[src/hdl/rv_ctrl_pkg.sv]
package rv_ctrl_pkg;

    typedef enum logic [3:0] {
        ALU_ADD,
        ALU_SUB,
        ALU_AND,
        ALU_OR,
        ALU_XOR,
        ALU_SLL,
        ALU_SRL,
        ALU_SRA,
        ALU_SLT,
        ALU_SLTU,
        // lui passes the immediate through
        ALU_PASS_B
    } alu_op_e;

    typedef enum logic [2:0] {IMM_I, IMM_S, IMM_B, IMM_U, IMM_J} imm_sel_e;

    typedef enum logic [1:0] {WB_LOAD, WB_ALU, WB_PC4} wb_sel_e;

    // matches funct3[1:0] of loads and stores
    typedef enum logic [1:0] {
        MEM_BYTE = 2'b00,
        MEM_HALF = 2'b01,
        MEM_WORD = 2'b10
    } mem_size_e;

    localparam int IMEM_WORDS = 1024;
    localparam int DMEM_WORDS = 1024;

endpackage

[src/hdl/imm_gen.sv]
`timescale 1ns/1ns

module imm_gen (
    input  logic [31:7]           instr,
    input  rv_ctrl_pkg::imm_sel_e imm_sel,
    output logic [31:0]           imm
);
    import rv_ctrl_pkg::*;

    always_comb begin
        case (imm_sel)
            IMM_S:
                imm = {{21{instr[31]}}, instr[30:25], instr[11:7]};
            IMM_B:
                imm = {{20{instr[31]}}, instr[7], instr[30:25], instr[11:8], 1'b0};
            IMM_U:
                imm = {instr[31:12], 12'd0};
            IMM_J:
                imm = {{12{instr[31]}}, instr[19:12], instr[20], instr[30:21], 1'b0};
            default:
                imm = {{21{instr[31]}}, instr[30:20]};
        endcase
    end

endmodule

[config.mk]
export PLATFORM = sky130hd
export DESIGN_NAME = imm_gen
export DESIGN_NICKNAME = d
export VERILOG_FILES = /design/src/hdl/rv_ctrl_pkg.sv /design/src/hdl/imm_gen.sv
export SDC_FILE = /design/constraint.sdc
export NUM_CORES = 1
export LEC_CHECK = 0
export BUFFER_PORTS_ARGS = -buffer_cell sky130_fd_sc_hd__buf_4
export CAP_MARGIN = 20
export CORE_UTILIZATION = 25
export DETAILED_ROUTE_END_ITERATION = 12
export SLEW_MARGIN = 20
export SYNTH_ARGS = -nofsm -noshare
export SYNTH_HDL_FRONTEND = slang
export SYNTH_SLANG_ARGS = --single-unit
[constraint.sdc]
create_clock -name vclk -period 2.2
set_input_delay 0.22 -clock vclk [all_inputs]
set_output_delay 0.22 -clock vclk [all_outputs]
set_load 0.01 [all_outputs]
==> impl_metrics.json <==
{
  "netlist_area_um2": 591.8,
  "p_int_w": 0.0001324,
  "clkbuf_count": 0,
  "via_per_inst": 5.030,
  "start_kind": "primary input",
  "die_area_um2": 2566,
  "cpPeakStageDelay_ns": 0.41,
  "antenna_cells": 0,
  "min_period_ns": 1.563,
  "vdd_drop_max_uv": 141.6,
  "grt_pass1_vias": 709,
  "regArea_um2": 0,
  "cpMostUsedCell": "buf_4",
  "die_h_um": 50.66,
  "ctsResizeCount": 0,
  "p_clk_share_pct": 0,
  "cpMaxStageDelayCell": "nor2b_2",
  "grt.overflow.total": 0,
  "syn_nets": 118,
  "fmax_mhz": 639.6,
  "avgRoutedWirePerCell_um": 12.16,
  "drc": 0,
  "crit_buf_inv": 2,
  "synth_mux_area_share_pct": 3.383,
  "ys_types": 25,
  "outcome": "complete, no violations",
  "finalNetCount": 169,
  "fin_cells": 167,
  "grt_util_all_layers_pct": 14.99,
  "synth-compound-area-share_pct": 47.15,
  "total_power_w": 0.0002446,
  "synthAdderAreaFrac_pct": 0,
  "crit_path_end_kind": "output pin",
  "wirelength_um": 2031,
  "drive_above_1_share_pct": 46.76,
  "maxCapViolCount": 0,
  "placedCellCount": 167,
  "combinationalPowerShare_pct": 100.0,
  "ys_seq_area_share_pct": 0,
  "p_sw_w": 0.0001122,
  "hold_viol_final": 0,
  "cts_setup_buffers": 0,
  "syn_area_per_cell_um2": 6.576,
  "seq_cells": 0,
  "cts_hold_buf": 0,
  "min_path_type": "primary input to output pin",
  "slew_violations": 0,
  "critical_path_class": "primary input to output pin",
  "grt_max_degree": 24,
  "max_slew_margin_pct": 69.95,
  "antenna_found_initial": 0,
  "holdWs_ns": 0.7244,
  "first_pass_iters": 4,
  "drt_first_iter_violations": 14,
  "power_density_nw_per_um2": 241.4,
  "hold_path_depth": 3,
  "crit_arrival_ns": 1.34,
  "min_period_over_period_pct": 71.07,
  "fp-row-count": 17,
  "crit_family": "simple AND/OR/NAND/NOR gates",
  "die_w_um": 50.66,
  "worstMarginPinSlew_ns": 0.4487,
  "initial_core_util_pct": 26.75,
  "grt_pass1_wl_um": 3208,
  "rsz0062_at_grt": "false",
  "core_region_area_um2": 2212,
  "cp_max_fo": 23,
  "cp_cell_sequence": "buf_4 > and3b_1 > nor2b_2 > a21o_1 > buf_4",
  "n_fill_cell": 253,
  "synth-xor-area-share_pct": 0,
  "dp_hpwl_um": 1564,
  "io_pins": 60,
  "synth-simple-area-share_pct": 36.15,
  "seqPwrFrac_pct": 0,
  "cp.depth": 5,
  "portBuffers": 60,
  "worstPathRequired_ns": 1.98,
  "setup_viol": 0,
  "ys_warn_count": 0,
  "synth_top_family_by_area": "compound AO/OA/AOI/OAI gates",
  "swShare_pct": 45.88,
  "tns_ns": 0,
  "place_congestion": 0.6645,
  "syn2layout_area_growth_pct": 71.25,
  "leakage_nw": 0.5464,
  "ant_nets": 0,
  "post-place-ws_ns": 0.6171,
  "vias": 840,
  "final.setup.worst_slack_ns": 0.6365,
  "netlist_instances": 90
}
[final timing paths]
path                   start      end  slack [ns]
setup / recovery  imm_sel[0]  imm[20]        0.64
hold / removal     instr[29]  imm[29]        0.72
[routing by layer]
metal / global-route usage [%] / up-vias / part of all wire, %
li1: - / 436 / -
met1: 19.72 / 374 / 43
met2: 27.78 / 30 / 50
met3: 1.212 / 0 / 6.6
met4: 0 / 0 / 0
met5: 0 / - / 0
[worst min-delay path: stages]
cell    delay [ns]
buf_4         0.08
a21o_1        0.09
buf_4         0.11
[synth_stat cells (2+ instances only)]
library cell | n | area, µm²
a211oi_1 | 8 | 60.06
a21o_1 | 11 | 82.58
a21oi_1 | 6 | 30.03
a22o_1 | 2 | 17.52
and3b_1 | 4 | 35.03
and4bb_2 | 2 | 25.02
buf_2 | 5 | 25.02
buf_4 | 3 | 22.52
clkbuf_1 | 2 | 7.510
inv_1 | 2 | 7.510
mux2i_1 | 2 | 20.02
nand2_1 | 3 | 11.26
nand2b_1 | 2 | 12.51
nor2_1 | 8 | 30.03
nor2b_1 | 8 | 50.05
o21ai_0 | 6 | 30.03
o22ai_1 | 8 | 50.05
[cells by family (layout without fill, tap and decap cells)]
group | count (synthesis) | after routing
compound gates | 42 | 42
buf+inv | 14 | 63
mux | 2 | 2
simple gates | 32 | 32
[placed cells by master, fill, tap and decap left out, drive strengths merged]
cell type	Yosys	layout
buf	9	61
a21o	11	11
nor2b	9	9
o22ai	8	8
nor2	8	8
a211oi	8	8
a21oi	6	6
o21ai	6	6
and3b	4	4
nand2	3	3
inv	2	2
nand2b	2	2
a22o	2	2
and4bb	2	2
mux2i	2	2
nor4bb	1	1
or3	1	1
nor3	1	1
or3b	1	1
a32oi	1	1
[power groups by stage]
stage               registers (W)  clock network [W]  logic, W
CTS                             0                  0  0.000247
global route                    0                  0  0.000265
floorplan                       0                  0  0.000121
finish                          0                  0  0.000245
global placement                0                  0  0.000244
detailed placement              0                  0  0.000246
[through the flow]
step | instance area, µm² | util, %
3_3_place_gp | 1013 | 45.81
3_5_place_dp | 1013 | 45.81
4_1_cts | 1013 | 45.81
2_1_floorplan | 591.8 | -
6_report | 1013 | 45.81
5_1_grt | 1013 | 45.81
[area by class of cell]
cell class                 count  area, µm²  area share, %
inverter                       2      7.507         0.7407
multi-input combinational     76      513.0          50.62
tap                           28      35.03          3.457
timing repair buffer          61      457.9          45.19
Power figures use the tool's default switching activity.
