<file path="config.mk">
export PLATFORM = sky130hd
export DESIGN_NAME = mem_align
export DESIGN_NICKNAME = d
export VERILOG_FILES = /design/src/hdl/rv_ctrl_pkg.sv /design/src/hdl/mem_align.sv
export SDC_FILE = /design/constraint.sdc
export NUM_CORES = 1
export LEC_CHECK = 0
export CAP_MARGIN = 10
export CORE_MARGIN = 2
export CORE_UTILIZATION = 45
export DETAILED_ROUTE_END_ITERATION = 10
export DONT_BUFFER_PORTS = 1
export SYNTH_ARGS = -nofsm -noshare
export SYNTH_HDL_FRONTEND = slang
export SYNTH_SLANG_ARGS = --single-unit
export TNS_END_PERCENT = 5
</file>
<file path="constraint.sdc">
create_clock -name vclk -period 6.2
set_input_delay 1.24 -clock vclk [all_inputs]
set_output_delay 1.24 -clock vclk [all_outputs]
set_load 0.005 [all_outputs]
</file>
<file path="src/hdl/rv_ctrl_pkg.sv">
package rv_ctrl_pkg;

    typedef enum logic [3:0] {
        ALU_ADD,
        ALU_SUB,
        ALU_AND,
        ALU_OR,
        ALU_XOR,
        ALU_SLL,
        ALU_SRL,
        ALU_SRA,
        ALU_SLT,
        ALU_SLTU,
        // lui passes the immediate through
        ALU_PASS_B
    } alu_op_e;

    typedef enum logic [2:0] {IMM_I, IMM_S, IMM_B, IMM_U, IMM_J} imm_sel_e;

    typedef enum logic [1:0] {WB_LOAD, WB_ALU, WB_PC4} wb_sel_e;

    // matches funct3[1:0] of loads and stores
    typedef enum logic [1:0] {
        MEM_BYTE = 2'b00,
        MEM_HALF = 2'b01,
        MEM_WORD = 2'b10
    } mem_size_e;

    localparam int IMEM_WORDS = 1024;
    localparam int DMEM_WORDS = 1024;

endpackage

</file>
<file path="src/hdl/mem_align.sv">
`timescale 1ns/1ns

module mem_align (
    input  rv_ctrl_pkg::mem_size_e size_x,
    input  logic [1:0]             offset_x,
    input  logic [31:0]            store_val,
    input  logic                   store_en,
    output logic [3:0]             byte_we,
    output logic [31:0]            store_word,
    input  rv_ctrl_pkg::mem_size_e size_w,
    input  logic [1:0]             offset_w,
    input  logic                   load_unsigned,
    input  logic [31:0]            load_word,
    output logic [31:0]            load_val
);
    import rv_ctrl_pkg::*;

    logic [3:0]  lanes;
    logic [31:0] shifted;

    // store data is replicated, byte enables pick the lane
    always_comb begin
        case (size_x)
            MEM_BYTE: begin
                store_word = {4{store_val[7:0]}};
                lanes      = 4'b0001 << offset_x;
            end
            MEM_HALF: begin
                store_word = {2{store_val[15:0]}};
                lanes      = 4'b0011 << {offset_x[1], 1'b0};
            end
            default: begin
                store_word = store_val;
                lanes      = 4'b1111;
            end
        endcase
    end

    assign byte_we = store_en ? lanes : 4'b0000;

    assign shifted = load_word >> {offset_w, 3'b000};

    always_comb begin
        case (size_w)
            MEM_BYTE: load_val = {{24{!load_unsigned && shifted[7]}}, shifted[7:0]};
            MEM_HALF: load_val = {{16{!load_unsigned && shifted[15]}}, shifted[15:0]};
            default:  load_val = load_word;
        endcase
    end

endmodule

</file>
==> summary.txt <==
Layout
  – ANT cells: 0
  – CLK BUF: 0
  – Post-layout util: 0.440
  – Most common cell after layout, fill and taps aside: nand2_1
  – Most frequent cells in the layout: nand2_1 (36), mux2_2 (17), mux2i_1 (15), o21ai_0 (15), o21ai_1 (10)
  – Fillers: 281
  – Register area: 0 um2
  – Final #Nets: 229
  – Layout area overhead: -8.17%
  – Layout cell share with drive strength beyond 1: 0.124
  – Seq_cells: 0

Flow run
  – Total of max-cap violations: 0

Drt
  – DRC marker count from the first detailed-route iteration: 70
  – DRC violation count after routing: 0
  – Detailed Routing Iterations Pass 1: 4
  – WL/cell: 20.4 um
  – Post-route ant nets: 0
  – Via count: between 1k and 1.5k
  – Final wirelength: 3.73 mm
  – Vias/cell: about 6.9

Logic synthesis
  – Warnings, synthesis: 0
  – Syn Area/Cell: approximately 6.8 um2
  – Syn nets: about 250
  – Seq/Total Area, Yosys: 0
  – Syn Inst Count: 177
  – Cell variety after synth: 28
  – Mapped Area: between 0.001 and 0.0015 mm2

Clock tree
  – Post-CTS Setup Bufs: 0
  – CTS Hold Bufs: 0
  – CTS resizes: 0

Placed design
  – GP Congestion: a little under 0.8
  – Detail Placement HPWL: approximately 3 mm
  – Buffers on Ports: 0

Setup path
  – WP data required: 4.96 ns
  – Crit-path max FO: 19
  – Setup CP Type: primary input to primary output
  – Startpoint Class: primary input
  – CP Capture Type: primary output
  – WP data arrival: ~2.7 ns

Timing
  – Max-slew headroom: 0.548
  – Setup tns final: 0 ns
  – Final worst path period share: 0.627
  – Worst Tran Pin Value: between 0.6 and 0.7 ns
  – FMAX: ~260 MHz
  – Tmin final: around 3.9 ns
  – Slew Viols, Final: 0
  – Setup violators final: 0
  – RSZ-0062 raised after global routing: false
  – Final Hold Vio Count: 0

GRT
  – Initial antenna violation count: 0
  – Total GRT Usage: 0.217
  – Grt total ovfl: 0
  – Largest net degree at the start of global routing: 36
  – Number of global-route vias before repair: ~1.2k
  – First-pass GRT wire length: approximately 5.7 mm

Floorplan
  – # IOs: 142
  – Die area: about 0.0031 mm2
  – Die width: ~56 um
  – Die Ht: roughly 56 um
  – Core area: 0.00252 mm2
  – Num rows: 18
  – Starting density of the core: 0.480

Pwr
  – VDD IR max: 0.0287 mV
  – P_leak: roughly 0.00048 uW
  – Pwr/cell area: between 60 and 70 mW/mm2

Run status
  – Outcome: finished clean

Min path
  – Min-delay worst type: primary input to primary output
## layer usage
| layer | track usage | vias to the layer above | share of wire | wire [um] |
|---|---|---|---|---|
| li1 | - | 597 | - | - |
| met5 | 0 | - | 0 | 0 |
| met4 | 0.0238 | 0 | 0.0097 | 36 |
| met1 | 0.265 | 587 | 0.37 | 1390 |
| met3 | 0.0488 | 6 | 0.11 | 418 |
| met2 | 0.398 | 81 | 0.50 | 1880 |
## final timing paths
| kind | startpoint | endpoint | slack (ns) | cells after the start |
|---|---|---|---|---|
| max | offset_w[1] | load_val[23] | 2.31 | 3 |
| min | store_val[1] | store_word[1] | 2.48 | 0 |
## through the flow
step | std cells | total power (uW) | setup slack [ns] | hold WS, ns | cell area, um2
6_report | 183 | 73.8 | 2.31 | 2.48 | 1110
5_1_grt | 183 | 81.3 | 2.20 | 2.48 | 1110
4_1_cts | 183 | 74.7 | 2.29 | 2.48 | 1110
3_5_place_dp | 183 | 74.6 | 2.30 | 2.48 | 1110
3_3_place_gp | 183 | 73.2 | 2.34 | 2.48 | 1110
2_1_floorplan | 177 | 79.4 | 2.48 | 2.56 | 1210
## synthesized netlist by cell type
cell | instances | area, um2
and4b_1 | 1 | 10.0
clkinv_1 | 1 | 3.75
a21oi_1 | 3 | 15.0
buf_4 | 8 | 60.1
o21bai_1 | 1 | 7.51
nand2_1 | 36 | 135
a2bb2oi_1 | 2 | 17.5
a221oi_4 | 1 | 26.3
inv_1 | 4 | 15.0
mux4_2 | 1 | 22.5
nor2b_1 | 4 | 25.0
nand3_1 | 1 | 5.00
a211oi_1 | 1 | 7.51
nor2_1 | 4 | 15.0
o21ai_1 | 10 | 50.1
clkbuf_1 | 13 | 48.8
a22o_1 | 6 | 52.6
nand2b_1 | 1 | 6.26
o211a_1 | 7 | 70.1
o31ai_1 | 7 | 52.6
buf_6 | 2 | 22.5
mux2_2 | 17 | 191
o2bb2ai_1 | 6 | 52.6
o21a_1 | 2 | 15.0
o21ai_0 | 15 | 75.1
nand3b_1 | 7 | 52.6
buf_2 | 1 | 5.00
mux2i_1 | 15 | 150
## cells by family after synthesis
group                  after synthesis  share of synthesized area
AOI/OAI and AO/OA                   61                      0.365
buffers and inverters               29                      0.128
muxes                               33                      0.301
and+or+nand+nor                     54                      0.206
## layout make-up
cell class | instances | area, um2 | area share
multi-input combinational | 148 | 1050 | 0.949
tap | 30 | 37.5 | 0.0338
inverter | 5 | 18.8 | 0.0169
## where the power goes
part | internal (uW) | switching [uW]
Combinational | 35.0 | 38.7
Sequential | 0 | 0
Clock | 0 | 0
Total | 35.0 | 38.7
## critical path, stage by stage
cell,delay [ns]
mux4_2,0.54
a221oi_4,0.63
o21ai_0,0.24
Power figures use the tool's default switching activity.
