## src/hdl/rv_isa_pkg.sv

```systemverilog
package rv_isa_pkg;

    localparam int XLEN = 32;

    // major opcodes
    localparam logic [6:0] OPC_LUI    = 7'b0110111;
    localparam logic [6:0] OPC_AUIPC  = 7'b0010111;
    localparam logic [6:0] OPC_JAL    = 7'b1101111;
    localparam logic [6:0] OPC_JALR   = 7'b1100111;
    localparam logic [6:0] OPC_BRANCH = 7'b1100011;
    localparam logic [6:0] OPC_LOAD   = 7'b0000011;
    localparam logic [6:0] OPC_STORE  = 7'b0100011;
    localparam logic [6:0] OPC_OPIMM  = 7'b0010011;
    localparam logic [6:0] OPC_OP     = 7'b0110011;
    localparam logic [6:0] OPC_SYSTEM = 7'b1110011;

    // branch kinds in funct3
    localparam logic [2:0] F3_BEQ  = 3'b000;
    localparam logic [2:0] F3_BNE  = 3'b001;
    localparam logic [2:0] F3_BLT  = 3'b100;
    localparam logic [2:0] F3_BGE  = 3'b101;
    localparam logic [2:0] F3_BLTU = 3'b110;
    localparam logic [2:0] F3_BGEU = 3'b111;

    // the only CSR, written by csrw / csrwi
    localparam logic [11:0] CSR_TOHOST = 12'h51E;

    // addi x0, x0, 0
    localparam logic [31:0] NOP_INSTR = 32'h0000_0013;

    localparam logic [31:0] RESET_PC = 32'h0000_0000;

endpackage

```

## src/hdl/reg_file.sv

```systemverilog
`timescale 1ns/1ns

module reg_file (
    input  logic                         clk,
    input  logic                         we,
    input  logic [4:0]                   ra1,
    input  logic [4:0]                   ra2,
    input  logic [4:0]                   wa,
    input  logic [rv_isa_pkg::XLEN-1:0] wd,
    output logic [rv_isa_pkg::XLEN-1:0] rd1,
    output logic [rv_isa_pkg::XLEN-1:0] rd2
);

    logic [rv_isa_pkg::XLEN-1:0] regs [1:31];

    always_ff @(posedge clk) begin
        if (we && wa != 5'd0)
            regs[wa] <= wd;
    end

    // x0 reads as zero
    assign rd1 = (ra1 == 5'd0) ? '0 : regs[ra1];
    assign rd2 = (ra2 == 5'd0) ? '0 : regs[ra2];

endmodule

```

## config.mk

```make
export PLATFORM = sky130hd
export DESIGN_NAME = reg_file
export DESIGN_NICKNAME = d
export VERILOG_FILES = /design/src/hdl/rv_isa_pkg.sv /design/src/hdl/reg_file.sv
export SDC_FILE = /design/constraint.sdc
export NUM_CORES = 1
export LEC_CHECK = 0
export BUFFER_PORTS_ARGS = -buffer_cell sky130_fd_sc_hd__buf_2
export CELL_PAD_IN_SITES_DETAIL_PLACEMENT = 1
export CELL_PAD_IN_SITES_GLOBAL_PLACEMENT = 2
export CORE_ASPECT_RATIO = 1.5
export CORE_MARGIN = 2
export CORE_UTILIZATION = 50
export DETAILED_ROUTE_END_ITERATION = 8
export PLACE_DENSITY_LB_ADDON = 0.1
export SETUP_SLACK_MARGIN = 0.3
export SLEW_MARGIN = 20
export SYNTH_ARGS = -nofsm -noshare
export SYNTH_HDL_FRONTEND = slang
export SYNTH_SLANG_ARGS = --single-unit
export TNS_END_PERCENT = 50
```

## constraint.sdc

```tcl
create_clock -name clk -period 6.2 [get_ports clk]
set_input_delay 0.31 -clock clk [delete_from_list [all_inputs] [get_ports clk]]
set_output_delay 0.31 -clock clk [all_outputs]
set_load 0.03 [all_outputs]
```

==> metrics.txt, run 1 <==
Combinational Power Share 0.094; Startpoint Class primary input; # H-tree levels 3; internal power 11.5 mW; post-synthesis cell area 46500 sq um; Crit Path Class in2out; Initial DRC Count 2844; Worst-Margin Slew 1.13 ns; Final Wtd Congestion 0.822; Lkg Pwr 17.1 nW; first-pass GRT wire length 217 mm; most used cell along the critical path buf_4; Pwr Density 290 nW/um^2; I/O pin count 113; GRT Total Usage 0.325; sw power 3.52 mW; Synthesis Warnings 0; clk slew on worst S/H paths 0.06 ns; root buffer cell clkbuf_16; Setup violations, final 0; switching part of the total power 0.234; Initial Util 0.502; normalized max-slew margin 0.246; hold crit path type in2reg; clock network fraction of total power 0.407; sequence of cells on the critical path buf_4 -> nor2b_4 -> buf_4 -> a22o_1 -> o21ai_1 -> a31oi_1 -> buf_2; non-filler instance count after layout 3937; post-placement cell count 3764; synthesized net count 2642; DRC 0; setup_tns 0 ns; Final Total Pwr 15.0 mW; remaining antenna violation count 0; Top reg by flops regs; synthesized area per cell 17.9 sq um; share of layout cells above drive strength 1 0.271; initial antenna violation count 6; die extent in x 253 um; die area 95500 sq um; sequential area share after synthesis 0.641; Yosys cell types 38; post-CTS setup buffers 0; RSZ-0062 raised after global routing no; hpwl dp 89.4 mm; CP arrival 3.54 ns; most frequent cells in the layout edfxtp_1 (992), mux4_2 (340), mux2i_1 (311), buf_2 (105), clkbuf_16 (99); Synth Instances 2593; Die H 377 um; drt wl/cell 38.9 um; placement-stage cell area 48500 sq um; post_cts resized 0; vias in the first global route 29400; Crit. End Element primary output; Critical Path RT 5.89 ns; critical-path maximum fanout 50; final hold vios 0; TritonCTS clock tree done; #FFs+latches synth 992; commonest non-fill, non-tap cell in the layout edfxtp_1; # rows 137; Port Buf Inserts 112; TritonCTS Sinks 992; max cap viols 0; crit path max-delay cell type buf_4; Layout area overhead 11.3%; biggest registers after layout regs x992; Flop pwr share 0.499; core area 92600 sq um; total congestion overflow 0; Hold-fix buffers, CTS 0; Num CTS Buffers 95; Max Slew Vio Count 0; fin area 51700 sq um; CTS Buffer Depth 3; status complete, no violations; largest net degree at the start of global routing 81; max reg flops 992; Post-Route WL 153 mm; post-route minimum period 3.85 ns; fin crit share 0.621; via count 27600; peak supply drop 0.276 mV; slowest stage delay, CP 0.75 ns; vias per cell 7.02; TritonRoute pass-1 iters 5; Final nets 2729; fmax 0.260 GHz
==> per-layer routing <==
layer | track usage | part of all wire | up-vias
met2 | 0.566 | 0.51 | 1278
met1 | 0.411 | 0.38 | 15000
met3 | 0.0391 | 0.062 | 329
met5 | 0 | 0.000085 | -
li1 | - | - | 11000
met4 | 0.144 | 0.046 | 2
==> area by class of cell <==
cell class                      instances  area (sq um)
Clock buffer                          117          2540
Sequential cell                       992         29800
Multi-Input combinational cell       1397         15900
Antenna cell                            2          5.00
Fill cell                            8142         40800
Inverter                                1          3.75
Timing Repair Buffer                  193          1370
Clock inverter                         54           647
Tap cell                             1181          1480
==> Yosys cell counts <==
cell / n / area share
or3_1: 1 / 0.00013
nor4_1: 1 / 0.00013
nand4_1: 17 / 0.0023
o221ai_2: 1 / 0.00032
buf_4: 20 / 0.0032
a211o_1: 31 / 0.0058
buf_2: 63 / 0.0068
edfxtp_1: 992 / 0.64
inv_1: 1 / 0.000081
or3b_2: 3 / 0.00057
nand2_1: 86 / 0.0069
nand3_1: 51 / 0.0055
mux4_2: 340 / 0.16
o21ai_0: 17 / 0.0018
buf_1: 10 / 0.00081
mux2i_1: 311 / 0.067
a31oi_1: 15 / 0.0020
and2_1: 34 / 0.0046
clkbuf_4: 2 / 0.00032
nor3b_1: 1 / 0.00016
buf_12: 2 / 0.00086
a211oi_1: 17 / 0.0027
a21oi_1: 66 / 0.0071
mux2_2: 28 / 0.0068
mux4_1: 10 / 0.0057
buf_6: 20 / 0.0048
and3_1: 15 / 0.0020
a311o_1: 31 / 0.0067
nor2b_1: 36 / 0.0048
mux2_1: 6 / 0.0015
clkbuf_1: 86 / 0.0069
a22oi_1: 94 / 0.015
nand3b_1: 6 / 0.00097
nand2b_1: 2 / 0.00027
o21ai_1: 15 / 0.0016
nor3_1: 2 / 0.00022
nor2_1: 114 / 0.0092
a22o_1: 46 / 0.0087
==> worst max-delay path: cells and delay by family <==
family / cells / cell delay (ns)
AOI/OAI and AO/OA: 3 / 0.85
buffers and inverters: 3 / 1.63
and+or+nand+nor: 1 / 0.58
==> worst paths after layout <==
path,startpoint,end,slack (ns),cells after the start
worst max-delay path,ra2[1],rd2[28],2.35,7
worst min-delay path,wd[12],regs[29][12],0.11,1
==> power by group through the flow <==
stage               clock [mW]  combinational, mW  sequential, mW
finish                    6.10               1.41            7.50
global route              6.38               1.48            7.50
CTS                       6.18               1.42            7.50
detailed placement           0               1.41            7.64
global placement             0               1.39            7.63
floorplan                    0              0.883            7.63
==> cell families (layout without fill, tap and decap cells) <==
logic type	after synthesis	after routing	synth area share
simple gates	369	369	0.0378
buf+inv	204	365	0.0239
other cells	0	2	0
compound gates	333	333	0.0520
flops	992	992	0.641
mux	695	695	0.246
==> per-stage QoR <==
| step | utilization | hold WS [ns] | worst slack, ns |
|---|---|---|---|
| final | 0.559 | 0.108 | 2.35 |
| after global routing | 0.559 | 0.129 | 2.35 |
| after CTS | 0.559 | 0.0699 | 2.36 |
| after detailed placement | 0.524 | 0.808 | 2.39 |
| after global placement | 0.524 | 0.789 | 2.15 |
| after floorplan | - | 0.409 | 3.47 |
Power figures use the tool's default switching activity.
==> run 2: changes to the inputs <==
CORE_UTILIZATION = 49   (was 50)
clock period = 3.8 ns   (was 6.2 ns; I/O delays follow)
==> run 2 against run 1 <==
Combinational power is 72% higher. Worst hold slack worse by 0.085 ns. Via count is 2.3% higher. Sequential share of layout area is 1.1 points lower. Highest routed layer unchanged. First-iteration DRC count is 4.3% lower. Sequential power is 63% higher. Clock power is 56% higher. Cell count is 4.3% higher. Sequential cell count stayed put. Power is 61% higher. Die area is 2.0% higher.
==> metrics.txt, run 2 (synthesis gave the netlist of run 1 again) <==
fin area 52700 sq um (+1.9%); peak supply drop 0.483 mV (+75%); biggest registers after layout regs x992; crit path setup slack, layout 0.738 ns (-1.61 ns); placement-stage cell area 49400 sq um (+1.7%); uppermost layer routed met5; Final nets 2818 (+3.3%); fin crit share 0.806; Num CTS Buffers 96 (+1.1%); max reg flops 992 (unchanged); setup_tns 0 ns (unchanged); TritonCTS Sinks 992 (unchanged); met2 routed WL 83.0 mm (+5.4%); GRT Total Usage 0.325 (about the same); Setup violations, final 0 (unchanged); most frequent cells in the layout edfxtp_1 (992), mux4_2 (340), mux2i_1 (311), buf_2 (105), buf_4 (104); hpwl dp 91.6 mm (+2.4%); DRC 0 (unchanged); first-pass GRT wire length 223 mm (+2.9%); critical-path maximum fanout 20 (-60%); via count 28300 (+2.3%); RSZ-0062 raised after global routing no; Initial Util 0.493 (-0.00912); Post-Route WL 158 mm (+3.4%); post-route minimum period 3.06 ns; TritonCTS clock tree done; final hold vios 0 (unchanged); routed metal-1 wire length 58.6 mm (+1.3%); total length of routed met3 wires 9.39 mm (-1.2%); final hold slack 0.0237 ns (-0.0848 ns); post-CTS setup buffers 0 (unchanged); # rows 138 (+0.73%); Final Total Pwr 24.2 mW (+61%); Final Wtd Congestion 0.810 (-1.5%); Crit Path Class in2out; initial antenna violation count 4 (-2); share of layout cells above drive strength 1 0.282 (+0.0116); TritonRoute pass-1 iters 6 (+1); I/O pin count 113 (unchanged); Critical Path RT 3.61 ns (-2.28 ns); clk slew on worst S/H paths 0.06 ns (about the same); largest net degree at the start of global routing 77 (-4.9%); Startpoint Class primary input; max cap viols 0 (unchanged); drt wl/cell 38.6 um (-0.80%); core area 94300 sq um (+1.8%); root buffer cell clkbuf_16; Fillers 8446 (+3.7%); Port Buf Inserts 112 (unchanged); CTS Buffer Depth 3 (unchanged); CP arrival 2.87 ns (-0.67 ns); total congestion overflow 0 (unchanged); remaining antenna violation count 0 (unchanged); die extent in x 255 um (+1.0%); status complete, no violations; Die H 381 um (+1.0%); Max Slew Vio Count 0 (unchanged); Layout area overhead 13.4%; vias per cell 6.88 (-1.9%); post_cts resized 0 (unchanged); Top reg by flops regs; worst slack, placed 0.859 ns (-1.53 ns); # H-tree levels 3 (unchanged); die area 97400 sq um (+2.0%); Initial DRC Count 2722 (-4.3%); Lkg Pwr 17.5 nW (+2.4%); commonest non-fill, non-tap cell in the layout edfxtp_1; Hold-fix buffers, CTS 30 (+30); Pwr Density 459 nW/um^2 (+58%); fmax 0.327 GHz; normalized max-slew margin 0.305 (+0.0591); vias in the first global route 30200 (+2.6%); hold crit path type in2reg; Worst-Margin Slew 1.04 ns (-0.0887 ns); Crit. End Element primary output
-- run 2: final timing paths --
path	from	end	slack [ns]	cells after the start
setup / recovery	ra2[3]	rd2[25]	0.74	7
hold / removal	wd[5]	regs[4][5]	0.02	1
-- run 2: cell type report --
type | instances | area, sq um | area share
timing repair buffer | 281 | 2420 | 0.0459
inverter | 1 | 3.75 | 0.0000712
multi-input combinational | 1397 | 15900 | 0.301
clock inverter | 55 | 488 | 0.00926
tap | 1260 | 1580 | 0.0299
sequential | 992 | 29800 | 0.565
clock buffer | 117 | 2540 | 0.0483
antenna | 2 | 5.00 | 0.0000950
-- run 2: worst max-delay path, cell delays in order --
cell,delay [ns]
buf_2,0.63
nand2_1,0.87
buf_4,0.42
a21oi_1,0.15
nand3_1,0.09
nand4_1,0.23
buf_2,0.26
-- run 2: power breakdown --
group	internal, mW	total, mW	switching (mW)	leakage [nW]
clock	5.29	9.51	4.21	1.47
combinational	0.908	2.43	1.52	7.14
sequential	12.2	12.2	0.0610	8.94
-- run 2: routing by layer --
layer,vias up,GRT usage
met5,-,0
met4,2,0.151
met3,365,0.0397
met2,1205,0.577
met1,15500,0.398
li1,11200,-
-- run 2: through the flow --
step	utilization	cells
6_report	0.559	4105
5_1_grt	0.559	4103
2_1_floorplan	-	2593
3_5_place_dp	0.524	3901
4_1_cts	0.559	4103
3_3_place_gp	0.524	3901
