`src/hdl/rv_isa_pkg.sv`:
```
package rv_isa_pkg;

    localparam int XLEN = 32;

    // major opcodes
    localparam logic [6:0] OPC_LUI    = 7'b0110111;
    localparam logic [6:0] OPC_AUIPC  = 7'b0010111;
    localparam logic [6:0] OPC_JAL    = 7'b1101111;
    localparam logic [6:0] OPC_JALR   = 7'b1100111;
    localparam logic [6:0] OPC_BRANCH = 7'b1100011;
    localparam logic [6:0] OPC_LOAD   = 7'b0000011;
    localparam logic [6:0] OPC_STORE  = 7'b0100011;
    localparam logic [6:0] OPC_OPIMM  = 7'b0010011;
    localparam logic [6:0] OPC_OP     = 7'b0110011;
    localparam logic [6:0] OPC_SYSTEM = 7'b1110011;

    // branch kinds in funct3
    localparam logic [2:0] F3_BEQ  = 3'b000;
    localparam logic [2:0] F3_BNE  = 3'b001;
    localparam logic [2:0] F3_BLT  = 3'b100;
    localparam logic [2:0] F3_BGE  = 3'b101;
    localparam logic [2:0] F3_BLTU = 3'b110;
    localparam logic [2:0] F3_BGEU = 3'b111;

    // the only CSR, written by csrw / csrwi
    localparam logic [11:0] CSR_TOHOST = 12'h51E;

    // addi x0, x0, 0
    localparam logic [31:0] NOP_INSTR = 32'h0000_0013;

    localparam logic [31:0] RESET_PC = 32'h0000_0000;

endpackage

```
`src/hdl/rv_ctrl_pkg.sv`:
```
package rv_ctrl_pkg;

    typedef enum logic [3:0] {
        ALU_ADD,
        ALU_SUB,
        ALU_AND,
        ALU_OR,
        ALU_XOR,
        ALU_SLL,
        ALU_SRL,
        ALU_SRA,
        ALU_SLT,
        ALU_SLTU,
        // lui passes the immediate through
        ALU_PASS_B
    } alu_op_e;

    typedef enum logic [2:0] {IMM_I, IMM_S, IMM_B, IMM_U, IMM_J} imm_sel_e;

    typedef enum logic [1:0] {WB_LOAD, WB_ALU, WB_PC4} wb_sel_e;

    // matches funct3[1:0] of loads and stores
    typedef enum logic [1:0] {
        MEM_BYTE = 2'b00,
        MEM_HALF = 2'b01,
        MEM_WORD = 2'b10
    } mem_size_e;

    localparam int IMEM_WORDS = 1024;
    localparam int DMEM_WORDS = 1024;

endpackage

```
`src/hdl/controller.sv`:
```
`timescale 1ns/1ns

module controller (
    input  logic                   clk,
    input  logic                   rst,
    input  logic                   run,
    input  logic [31:0]            instr_d,
    input  logic                   br_taken,
    output logic                   flush,
    output logic                   reg_we_w,
    output logic                   mem_we_x,
    output logic                   tohost_we_x,
    output logic                   fwd_a_d,
    output logic                   fwd_b_d,
    output logic                   fwd_a_x,
    output logic                   fwd_b_x,
    output logic                   a_sel_pc_x,
    output logic                   b_sel_imm_x,
    output logic                   csr_imm_x,
    output logic                   is_jump_x,
    output rv_ctrl_pkg::imm_sel_e  imm_sel,
    output rv_ctrl_pkg::alu_op_e   alu_op_x,
    output rv_ctrl_pkg::mem_size_e mem_size_x,
    output rv_ctrl_pkg::mem_size_e mem_size_w,
    output logic                   load_unsigned_w,
    output rv_ctrl_pkg::wb_sel_e   wb_sel_w,
    output logic [4:0]             rd_w
);
    import rv_isa_pkg::*;
    import rv_ctrl_pkg::*;

    logic [6:0] opcode;
    logic [2:0] f3;
    logic       reg_we_d;
    logic       mem_we_d;
    logic       tohost_we_d;
    alu_op_e    alu_op_d;
    wb_sel_e    wb_sel_d;

    logic       reg_we_x;
    logic       is_branch_x;
    logic       f3_hi_x;
    wb_sel_e    wb_sel_x;
    logic [4:0] rd_x;
    logic [4:0] rs1_x;
    logic [4:0] rs2_x;

    assign opcode = instr_d[6:0];
    assign f3     = instr_d[14:12];

    assign reg_we_d = opcode inside {OPC_LUI, OPC_AUIPC, OPC_JAL, OPC_JALR,
                                     OPC_LOAD, OPC_OPIMM, OPC_OP};
    assign mem_we_d = (opcode == OPC_STORE);
    // csrrw / csrrwi only, other CSR ops are ignored
    assign tohost_we_d = (opcode == OPC_SYSTEM) && (instr_d[31:20] == CSR_TOHOST) &&
                         (f3[1:0] == 2'b01);

    always_comb begin
        case (opcode)
            OPC_LUI, OPC_AUIPC: imm_sel = IMM_U;
            OPC_JAL:            imm_sel = IMM_J;
            OPC_BRANCH:         imm_sel = IMM_B;
            OPC_STORE:          imm_sel = IMM_S;
            default:            imm_sel = IMM_I;
        endcase
    end

    always_comb begin
        case (opcode)
            OPC_LOAD:          wb_sel_d = WB_LOAD;
            OPC_JAL, OPC_JALR: wb_sel_d = WB_PC4;
            default:           wb_sel_d = WB_ALU;
        endcase
    end

    always_comb begin
        alu_op_d = ALU_ADD;
        if (opcode == OPC_LUI) begin
            alu_op_d = ALU_PASS_B;
        end else if (opcode == OPC_OP || opcode == OPC_OPIMM) begin
            case (f3)
                // sub only exists in the register form
                3'b000:  alu_op_d = (instr_d[30] && opcode == OPC_OP) ? ALU_SUB : ALU_ADD;
                3'b001:  alu_op_d = ALU_SLL;
                3'b010:  alu_op_d = ALU_SLT;
                3'b011:  alu_op_d = ALU_SLTU;
                3'b100:  alu_op_d = ALU_XOR;
                3'b101:  alu_op_d = instr_d[30] ? ALU_SRA : ALU_SRL;
                3'b110:  alu_op_d = ALU_OR;
                default: alu_op_d = ALU_AND;
            endcase
        end
    end

    // enables and redirect state
    always_ff @(posedge clk) begin
        if (rst) begin
            reg_we_x    <= 1'b0;
            mem_we_x    <= 1'b0;
            tohost_we_x <= 1'b0;
            is_jump_x   <= 1'b0;
            is_branch_x <= 1'b0;
            reg_we_w    <= 1'b0;
        end else begin
            reg_we_x    <= reg_we_d;
            mem_we_x    <= mem_we_d;
            tohost_we_x <= tohost_we_d;
            is_jump_x   <= opcode inside {OPC_JAL, OPC_JALR};
            is_branch_x <= (opcode == OPC_BRANCH);
            reg_we_w    <= reg_we_x;
        end
    end

    always_ff @(posedge clk) begin
        a_sel_pc_x      <= opcode inside {OPC_AUIPC, OPC_JAL, OPC_BRANCH};
        b_sel_imm_x     <= (opcode != OPC_OP);
        alu_op_x        <= alu_op_d;
        mem_size_x      <= mem_size_e'(f3[1:0]);
        f3_hi_x         <= f3[2];
        wb_sel_x        <= wb_sel_d;
        rd_x            <= instr_d[11:7];
        rs1_x           <= instr_d[19:15];
        rs2_x           <= instr_d[24:20];
        mem_size_w      <= mem_size_x;
        load_unsigned_w <= f3_hi_x;
        wb_sel_w        <= wb_sel_x;
        rd_w            <= rd_x;
    end

    // funct3[2] marks csrwi as well as unsigned loads
    assign csr_imm_x = f3_hi_x;

    // writeback feeds both earlier stages
    assign fwd_a_d = reg_we_w && (rd_w != 5'd0) && (rd_w == instr_d[19:15]);
    assign fwd_b_d = reg_we_w && (rd_w != 5'd0) && (rd_w == instr_d[24:20]);
    assign fwd_a_x = reg_we_w && (rd_w != 5'd0) && (rd_w == rs1_x);
    assign fwd_b_x = reg_we_w && (rd_w != 5'd0) && (rd_w == rs2_x);

    // also squashes decode while the core is stopped
    assign flush = !run || is_jump_x || (is_branch_x && br_taken);

endmodule

```
`config.mk`:
```
export PLATFORM = sky130hd
export DESIGN_NAME = controller
export DESIGN_NICKNAME = d
export VERILOG_FILES = /design/src/hdl/rv_isa_pkg.sv /design/src/hdl/rv_ctrl_pkg.sv /design/src/hdl/controller.sv
export SDC_FILE = /design/constraint.sdc
export NUM_CORES = 1
export LEC_CHECK = 0
export BUFFER_PORTS_ARGS = -buffer_cell sky130_fd_sc_hd__buf_2
export CORE_AREA = 8 8 107 70
export CTS_BUF_LIST = sky130_fd_sc_hd__clkbuf_4
export CTS_CLUSTER_SIZE = 8
export DETAILED_ROUTE_END_ITERATION = 10
export DIE_AREA = 0 0 115 78
export PLACE_DENSITY = 0.51
export REMOVE_ABC_BUFFERS = 1
export SLEW_MARGIN = 20
export SYNTH_ARGS = -nofsm -noshare
export SYNTH_HDL_FRONTEND = slang
export SYNTH_SLANG_ARGS = --single-unit
```
`constraint.sdc`:
```
create_clock -name clk -period 1.8 [get_ports clk]
set_input_delay 0.27 -clock clk [delete_from_list [all_inputs] [get_ports clk]]
set_output_delay 0.27 -clock clk [all_outputs]
set_load 0.02 [all_outputs]
```
==> metrics.txt <==
Max VDD drop roughly 350 uV; fmax roughly 0.52 GHz; min Tclk post-route between 1.5 and 2 ns; largest net degree at the start of global routing 13; wire per inst approximately 13 um; critical setup path kind flop to output pin; CP bufs+invs 1; Synth top area share 0.589; synthesized area around 1400 um^2; TNS Setup -0.478 ns; Diodes inserted 0; worst-skew pair later-pin latency between 0.3 and 0.4 ns; r2r setup slk between 1 and 1.5 ns; Reg2Reg Capture Point reg_we_w$_SDFF_PP0_; Lkg Pwr 0.000876 uW; MaxCap Viol Count 0; Cell Chain, Critical Path or4_4 -> o21ai_4 -> nor4_1 -> buf_2; Critical Path AT between 1.5 and 2 ns; CTS Root Cell clkbuf_4; register clock-pin slew on the reported worst setup and hold paths roughly 0.12 ns; DR pass1 iterations 4; biggest area consumer among synthesized cells dfxtp_1; Final Routed Wirelength between 3000 and 4000 um; Initial Util 0.242; H-tree depth 2; R2R cell count 1; unrepaired setup endpoints after global routing true; min-delay worst type input pin to flop; first-pass GRT wire length ~6000 um; CP Max Fanout 4; pre-CTS setup slack between 0.15 and 0.2 ns; final setup fails 4; clk sinks 42; num ports 67; final worst slack -0.124 ns; Yosys Warn Count 0; RR Startpoint reg_we_x$_SDFF_PP0_; via count around 1100; IO buf count 66; Routed Antenna Nets 0; Max Slew Vio Count 0; Hold Crit Start instr_d[8]; share of layout cells above drive strength 1 0.420; Layout area overhead 36.6%; # rows 22; library cells used by synthesis 32; RePlAce Congestion 0.759; final-report hold violation count 0; asr flop ratio synth 0; status finished, violations left; Most used DFF post-synth dfxtp_1; crit path launch type flop; CTS tree yes; maximum clock path buffer count 2; Seq/Total Area, Yosys 0.589; gr usage total 0.0878; CP Capture Type output pin; hold path depth 1; Die W 115 um; full die area approximately 9000 um^2; nets 240; Core Area ~5900 um^2; cell family with most CP delay simple AND/OR/NAND/NOR gates; commonest cells in the netlist 42 x dfxtp_1, 13 x xnor2_1, 9 x nand3_1; register bit total from synthesis 42; Die Y slightly below 80 um; Critical Path RT approximately 1.5 ns; Iter 0 DRT Violations 43; DRC 0; Slew HR 0.732; vias in the first global route about 1100; Worst path max stage delay approximately 0.54 ns; initial antenna violation count 0; Cells after Synth between 100 and 150; violations in the final reports negative setup slack; Final Cycle Share 1.07; Post-synth EDFFs 0; Post-DP HPWL 3200 um; Num CTS Buffers 5; most frequent cell after synthesis dfxtp_1; Hold Path End rd_x[1]$_DFF_P_; Mean Syn Cell Area approximately 11 um^2; Power Dens Cells between 800 and 900 nW/um^2; Worst Tran Pin Value 0.396 ns; slowest CP cell or4_4; Remaining Overflow, GRT 0; Worst Clk Skew around 0.0092 ns; DR vias/cell 3.97; top post-synthesis cells by area dfxtp_1 59%, xnor2_1 8.0%, xor2_1 4.9%
cells in the final DEF, fill, tap and decap left out, types with 4 or more instances in the layout:
cell type,instances
buf_2,65
dfxtp_1,38
xnor2_1,13
nand3_1,9
xor2_1,8
nand2_1,7
nor2_1,6
clkbuf_4,6
buf_4,6
o21ai_0,4
nor4_1,4
layout make-up:
type / count / area [um^2]
fill: 635 / 3940
sequential: 42 / 848
multi-input combinational: 79 / 542
timing repair buffer: 73 / 390
tap: 84 / 105
clock buffer: 6 / 45.0
inverter: 3 / 11.3
clock inverter: 2 / 8.76
sequential cells by signal, indices dropped and copies added (netlist names):
| register | count |
|---|---|
| a_sel_pc_x | 1 |
| csr_imm_x | 1 |
| is_branch_x | 1 |
| reg_we_w | 1 |
| mem_we_x | 1 |
| rs2_x | 5 |
| reg_we_x | 1 |
| rd_x | 5 |
| wb_sel_w | 2 |
| tohost_we_x | 1 |
| load_unsigned_w | 1 |
| is_jump_x | 1 |
| wb_sel_x | 2 |
| alu_op_x | 4 |
| rs1_x | 5 |
| rd_w | 5 |
| mem_size_w | 2 |
| b_sel_imm_x | 1 |
| mem_size_x | 2 |
cell families (layout without fill, tap and decap cells):
family / after synthesis / after routing / synth area share
xor+xnor: 21 / 21 / 0.129
buf+inv: 10 / 84 / 0.0359
simple gates: 47 / 47 / 0.192
compound gates: 11 / 11 / 0.0543
flops: 42 / 42 / 0.589
routing by layer:
metal | track usage | wire length [um] | vias to the layer above
met5 | 0 | 0 | -
met4 | 0.0274 | 27 | 0
met3 | 0.0471 | 321 | 2
met2 | 0.123 | 1620 | 35
met1 | 0.113 | 1850 | 517
li1 | - | - | 594
per-stage QoR:
stage / hold WS, ns / utilization / instance area (um^2) / instances / total power, uW
after detailed placement: 0.313 / 0.315 / 1850 / 278 / 1190
final: 0.0312 / 0.331 / 1950 / 289 / 1620
after global routing: 0.00424 / 0.331 / 1950 / 289 / 1710
after global placement: 0.314 / 0.315 / 1850 / 278 / 1190
after floorplan: 0.298 / - / 1390 / 124 / 1090
after CTS: 0.0149 / 0.326 / 1920 / 287 / 1640
worst max-delay path by stage:
stage	start	to	slack [ns]	cells past startpoint
after floorplan	rd_w[0]$_DFF_P_	fwd_b_d	-0.02	3
after global placement	rd_w[2]$_DFF_P_	fwd_b_d	0.20	4
after detailed placement	rd_w[2]$_DFF_P_	fwd_b_d	0.17	4
after CTS	rd_w[1]$_DFF_P_	fwd_b_d	-0.17	4
after global routing	rd_w[1]$_DFF_P_	fwd_a_x	-0.24	4
final	rd_w[1]$_DFF_P_	fwd_b_d	-0.12	4
power breakdown:
| group | switching (uW) | internal [uW] | leakage [uW] |
|---|---|---|---|
| sequential | 17.7 | 964 | 0.000349 |
| combinational | 102 | 89.7 | 0.000493 |
| clock | 283 | 162 | 0.0000331 |
repair_timing:
action | CTS | global route
gates resized for setup | 4 | 3
pin swaps | 3 | 3
setup buffers | 1 | 0
endpoints found under the hold margin | 0 | 2
hold buffers | 0 | 2
endpoints found under the setup margin | 4 | 4
Power figures use the tool's default switching activity.
